==> config.mk <==
export PLATFORM = sky130hd
export DESIGN_NAME = exu_mem_stage
export DESIGN_NICKNAME = d
export VERILOG_FILES = /design/src/exu_pkg.sv /design/src/exu_mem_stage.sv
export SDC_FILE = /design/constraint.sdc
export NUM_CORES = 2
export LEC_CHECK = 0
export BUFFER_PORTS_ARGS = -buffer_cell sky130_fd_sc_hd__clkbuf_2
export CAP_MARGIN = 20
export CORE_MARGIN = 4
export CORE_UTILIZATION = 63
export CTS_CLUSTER_DIAMETER = 60
export DETAILED_ROUTE_END_ITERATION = 8
export MAX_ROUTING_LAYER = met4
export PLACE_DENSITY = 0.8
export SYNTH_ARGS = -nofsm -noshare
export SYNTH_HDL_FRONTEND = slang
export SYNTH_SLANG_ARGS = --single-unit
==> constraint.sdc <==
create_clock -name clk -period 81.3 [get_ports clk]
set_input_delay 4.065 -clock clk [delete_from_list [all_inputs] [get_ports clk]]
set_output_delay 4.065 -clock clk [all_outputs]
set_load 0.05 [all_outputs]
==> src/exu_pkg.sv <==
package exu_pkg;

    typedef logic [31:0] word_t;
    typedef logic [4:0]  reg_idx_t;

    // Branch compares reuse the set-less-than codes, selected by double_cal
    typedef enum logic [3:0] {
        alu_add    = 4'd0,
        alu_sub    = 4'd1,
        alu_and    = 4'd2,
        alu_or     = 4'd3,
        alu_xor    = 4'd4,
        alu_sll    = 4'd5,
        alu_srl    = 4'd6,
        alu_sra    = 4'd7,
        alu_slt    = 4'd8,
        alu_sltu   = 4'd9,
        alu_pass_b = 4'd10,
        alu_eq     = 4'd11,
        alu_ne     = 4'd12,
        alu_ge     = 4'd13,
        alu_geu    = 4'd14
    } alu_op_e;

    localparam alu_op_e alu_lt  = alu_slt;
    localparam alu_op_e alu_ltu = alu_sltu;

    typedef struct packed {
        word_t    pc;
        word_t    imm;
        reg_idx_t rd;
        reg_idx_t rs1;
        reg_idx_t rs2;
        word_t    src1_r;
        word_t    src2_r;
        alu_op_e  alu_op;
        logic     src1_is_pc;
        logic     src2_is_imm;
        logic     double_cal;
        logic     is_jump;
        logic     gpr_we;
        logic     inst_l;
        logic     inst_s;
    } dec_inst_t;

    typedef struct packed {
        reg_idx_t rd;
        logic     gpr_we;
        logic     inst_l;
        logic     inst_s;
        word_t    result;
        word_t    store_data;
    } exu_out_t;

    typedef struct packed {
        reg_idx_t rd;
        word_t    data;
    } wb_t;

endpackage

==> src/exu_mem_stage.sv <==
`timescale 1ns/10ps

module exu_mem_stage #(
    parameter int MEM_WORDS = 64
) (
    input  logic              clk,
    input  logic              rst,
    input  logic              exu_valid,
    input  exu_pkg::exu_out_t exu_out,
    output logic              lsu_ready,
    output logic              load_done,
    output exu_pkg::word_t    rdata,
    output logic              wb_valid,
    output exu_pkg::wb_t      wb
);
    import exu_pkg::*;

    localparam int ADDR_W = $clog2(MEM_WORDS);

    typedef enum logic {st_idle, st_load} mem_state_e;

    mem_state_e        state;
    word_t             ram [MEM_WORDS];
    logic [ADDR_W-1:0] acc_addr;
    logic [ADDR_W-1:0] load_addr;
    reg_idx_t          load_rd;
    logic              accept;

    assign lsu_ready = (state == st_idle);
    assign accept    = exu_valid && lsu_ready;
    // Byte address in, word index out
    assign acc_addr  = exu_out.result[ADDR_W+1:2];

    always_ff @(posedge clk or posedge rst) begin
        if (rst) begin
            state     <= st_idle;
            wb_valid  <= 1'b0;
            load_done <= 1'b0;
            for (int i = 0; i < MEM_WORDS; i++) begin
                ram[i] <= '0;
            end
        end else begin
            wb_valid  <= 1'b0;
            load_done <= 1'b0;
            case (state)
                st_idle: begin
                    if (accept) begin
                        if (exu_out.inst_s) begin
                            ram[acc_addr] <= exu_out.store_data;
                        end
                        if (exu_out.inst_l) begin
                            state <= st_load;
                        end else if (exu_out.gpr_we) begin
                            wb_valid <= 1'b1;
                        end
                    end
                end
                st_load: begin
                    wb_valid  <= 1'b1;
                    load_done <= 1'b1;
                    state     <= st_idle;
                end
                default: state <= st_idle;
            endcase
        end
    end

    always_ff @(posedge clk) begin
        if (accept) begin
            load_addr <= acc_addr;
            load_rd   <= exu_out.rd;
            if (!exu_out.inst_l) begin
                wb <= '{rd: exu_out.rd, data: exu_out.result};
            end
        end
        if (state == st_load) begin
            rdata <= ram[load_addr];
            wb    <= '{rd: load_rd, data: ram[load_addr]};
        end
    end

endmodule

==> metrics.txt <==
Slew Limit Fails=0; Core ar.=151,000 um^2; CP Class=in -> async; Unique masters post-synth=40; area added between synthesis and finish=9.94%; EDFF count, synth=80; Yosys reg bits=2,131; Clock power frac=0.403; initial DRC count=4,676; vias in the first global route=57,500; ANT nets after route=0; Yosys top cell by area=dfrtp_1; WL per Instance=30.1 um; Mapped Cells=6,061; drt drc=1; first-pass GRT wire length=371 mm; critical path's most frequent cell=buf_4; reg-to-reg setup timing slack=75,680 ps; CTS tree=built; DRT Wirelength=246 mm; die area=159,000 um^2; crit path capture type=async pin; commonest cells in the netlist=mux2_2 (2,176), dfrtp_1 (2,051), mux4_2 (456), clkbuf_1 (344), mux2i_1 (221); final clock skew=22.0 ps; Synth area leaders=dfrtp_1 (53%), mux2_2 (26%), mux4_2 (11%); Slew @ Worst Pin=1090 ps; Reg clk slew, reported paths=60 ps; Worst Path Max Fanout=130; synthesized area=96,000 um^2; GRT Total Usage=0.324; RSZ-0062 raised after global routing=false; setup_tns=0 ps; Async SR Flop Fraction=0.962; Sw Share=0.237; Synthesized Nets=6,136; CTS H-tree depth=4; ys flop type=dfrtp_1; # hold bufs at CTS=0; min Tclk post-route=8230 ps; Avg Inst Size Synth=15.8 um^2; grt ovf=0; crit path DAT=9210 ps; max-cap violation count=0; total CTS buffers=208; top-count cell post-synth=mux2_2; Die X-Extent=398 um; sequential fraction of design power=0.499; worst-path cell chain=clkbuf_2 -> inv_8 -> buf_4 -> buf_4 -> buf_4 -> buf_4 -> buf_4 -> buf_16; post-synthesis sequential area ratio=0.560; iteration count of the initial detailed-routing pass=9; placed wire-length estimate=136 mm; port buffer count=146; slew margin rel.=0.271; Int Power=1810 uW; initial antenna violation count=11; CP max stage cell=buf_4; utilization after layout=0.700; Final Hold Vio Count=0; Leakage=0.0505 uW; status=finished with violations; Starting Density=0.637; Synth top area share=0.535; maximum buffer depth of the clock tree=3; die height=398 um; worst IR drop on VDD=22.4 uV; clock net sink count=2,131; largest net degree at the start of global routing=185; family with the most delay on the worst path=buffers and inverters; Setup crit start kind=input port; Design Area, Final=106,000 um^2; failing checks=design-rule violations; Via density=6.69; Logic pwr share=0.099; Rows=142; Net Sw Power=562 uW; Critical Path RT=82,280 ps; delay of the slowest critical-path stage=860 ps; Worst-Skew Late Latency=820 ps; detailed-route via count=54,600; period utilization=0.101; Buf/Inv on CP=8; Post-CTS Setup Bufs=0; Finish-stage setup viols=0; share of cells above drive strength 1=0.543; HP Class=reg -> reg; root buf cell=clkbuf_16; I/O pin count=147; Warnings, synthesis=0; Max Fclk=0.122 GHz; Cell Pwr Density=22.5 nW/um^2; Placed Area=98,400 um^2; RD Place Congestion=0.808; Final #Nets=6,048; count of cells resized by post-cts repair=0
## cell usage in the layout, fill, tap and decap left out, types with 80 or more instances in the layout
cell	n
mux4_2	456
clkbuf_16	216
dfrtp_1	2050
clkbuf_2	146
edfxtp_1	80
mux2_2	2176
a22oi_1	94
buf_4	142
mux2i_1	221
nand2_1	87
## per-layer routing
layer / GRT usage / up-vias / wire [um] / share of wire
met5: - / - / 0 / 0
met4: 0.109 / 0 / 8380 / 0.034
met3: 0.0591 / 495 / 16300 / 0.066
met2: 0.505 / 1830 / 120000 / 0.49
met1: 0.438 / 29900 / 102000 / 0.41
li1: - / 22300 / - / -
## logic make-up after synthesis
group	synth area share
mux	0.385
flops	0.560
compound gates	0.0158
buf+inv	0.0264
simple gates	0.0126
## power by group through the flow
| stage | clock network (uW) | registers [uW] | logic [uW] |
|---|---|---|---|
| 2_1_floorplan | 0 | 1200 | 170 |
| 3_3_place_gp | 0 | 1190 | 224 |
| 3_5_place_dp | 0 | 1200 | 232 |
| 4_1_cts | 965 | 1180 | 233 |
| 5_1_grt | 1010 | 1190 | 252 |
| 6_report | 954 | 1180 | 234 |
## path summary, 6_finish.rpt
check	start	cells after the start	endpoint
max in group clk	exu_valid	8	ram[1927]
max reg2reg	load_addr[2]	8	wb[5]
min in group asynchronous	rst	2	ram[503]
max	rst	8	ram[1805]
min reg2reg	ram[1212]	1	ram[1212]
min	ram[1212]	1	ram[1212]
## flip-flops by register name, indices dropped and copies added, names as in the netlist
signal	cells
load_addr	6
load_done	1
load_rd	5
ram	2048
rdata	32
state	1
wb	37
wb_valid	1
## through the flow
stage               cells  hold slack (ps)  setup slack, ps  power, uW
floorplan            6061              474            19300       1370
global placement     7763              481            71950       1420
detailed placement   7765              487            71770       1430
CTS                  8144              500            72630       2380
global route         8165              506            72360       2450
finish               8167              499            73070       2370
## worst reg2reg max path: stages (launching register included)
cell and delay [ps]:
edfxtp_1 390, buf_4 640, buf_12 640, buf_4 740
mux4_2 620, mux4_2 560, mux2i_1 780, a32oi_1 490
mux2_2 490
## layout make-up
class | instances | area (um^2)
Tap cell | 2016 | 2520
Inverter | 3 | 18.8
Timing Repair Buffer | 314 | 2380
Clock inverter | 53 | 502
Clock buffer | 326 | 6250
Sequential cell | 2131 | 53700
Multi-Input combinational cell | 3315 | 40100
Fill cell | 9703 | 45200
Antenna cell | 9 | 22.5
Note: power is estimated with default switching activity, not from simulation.
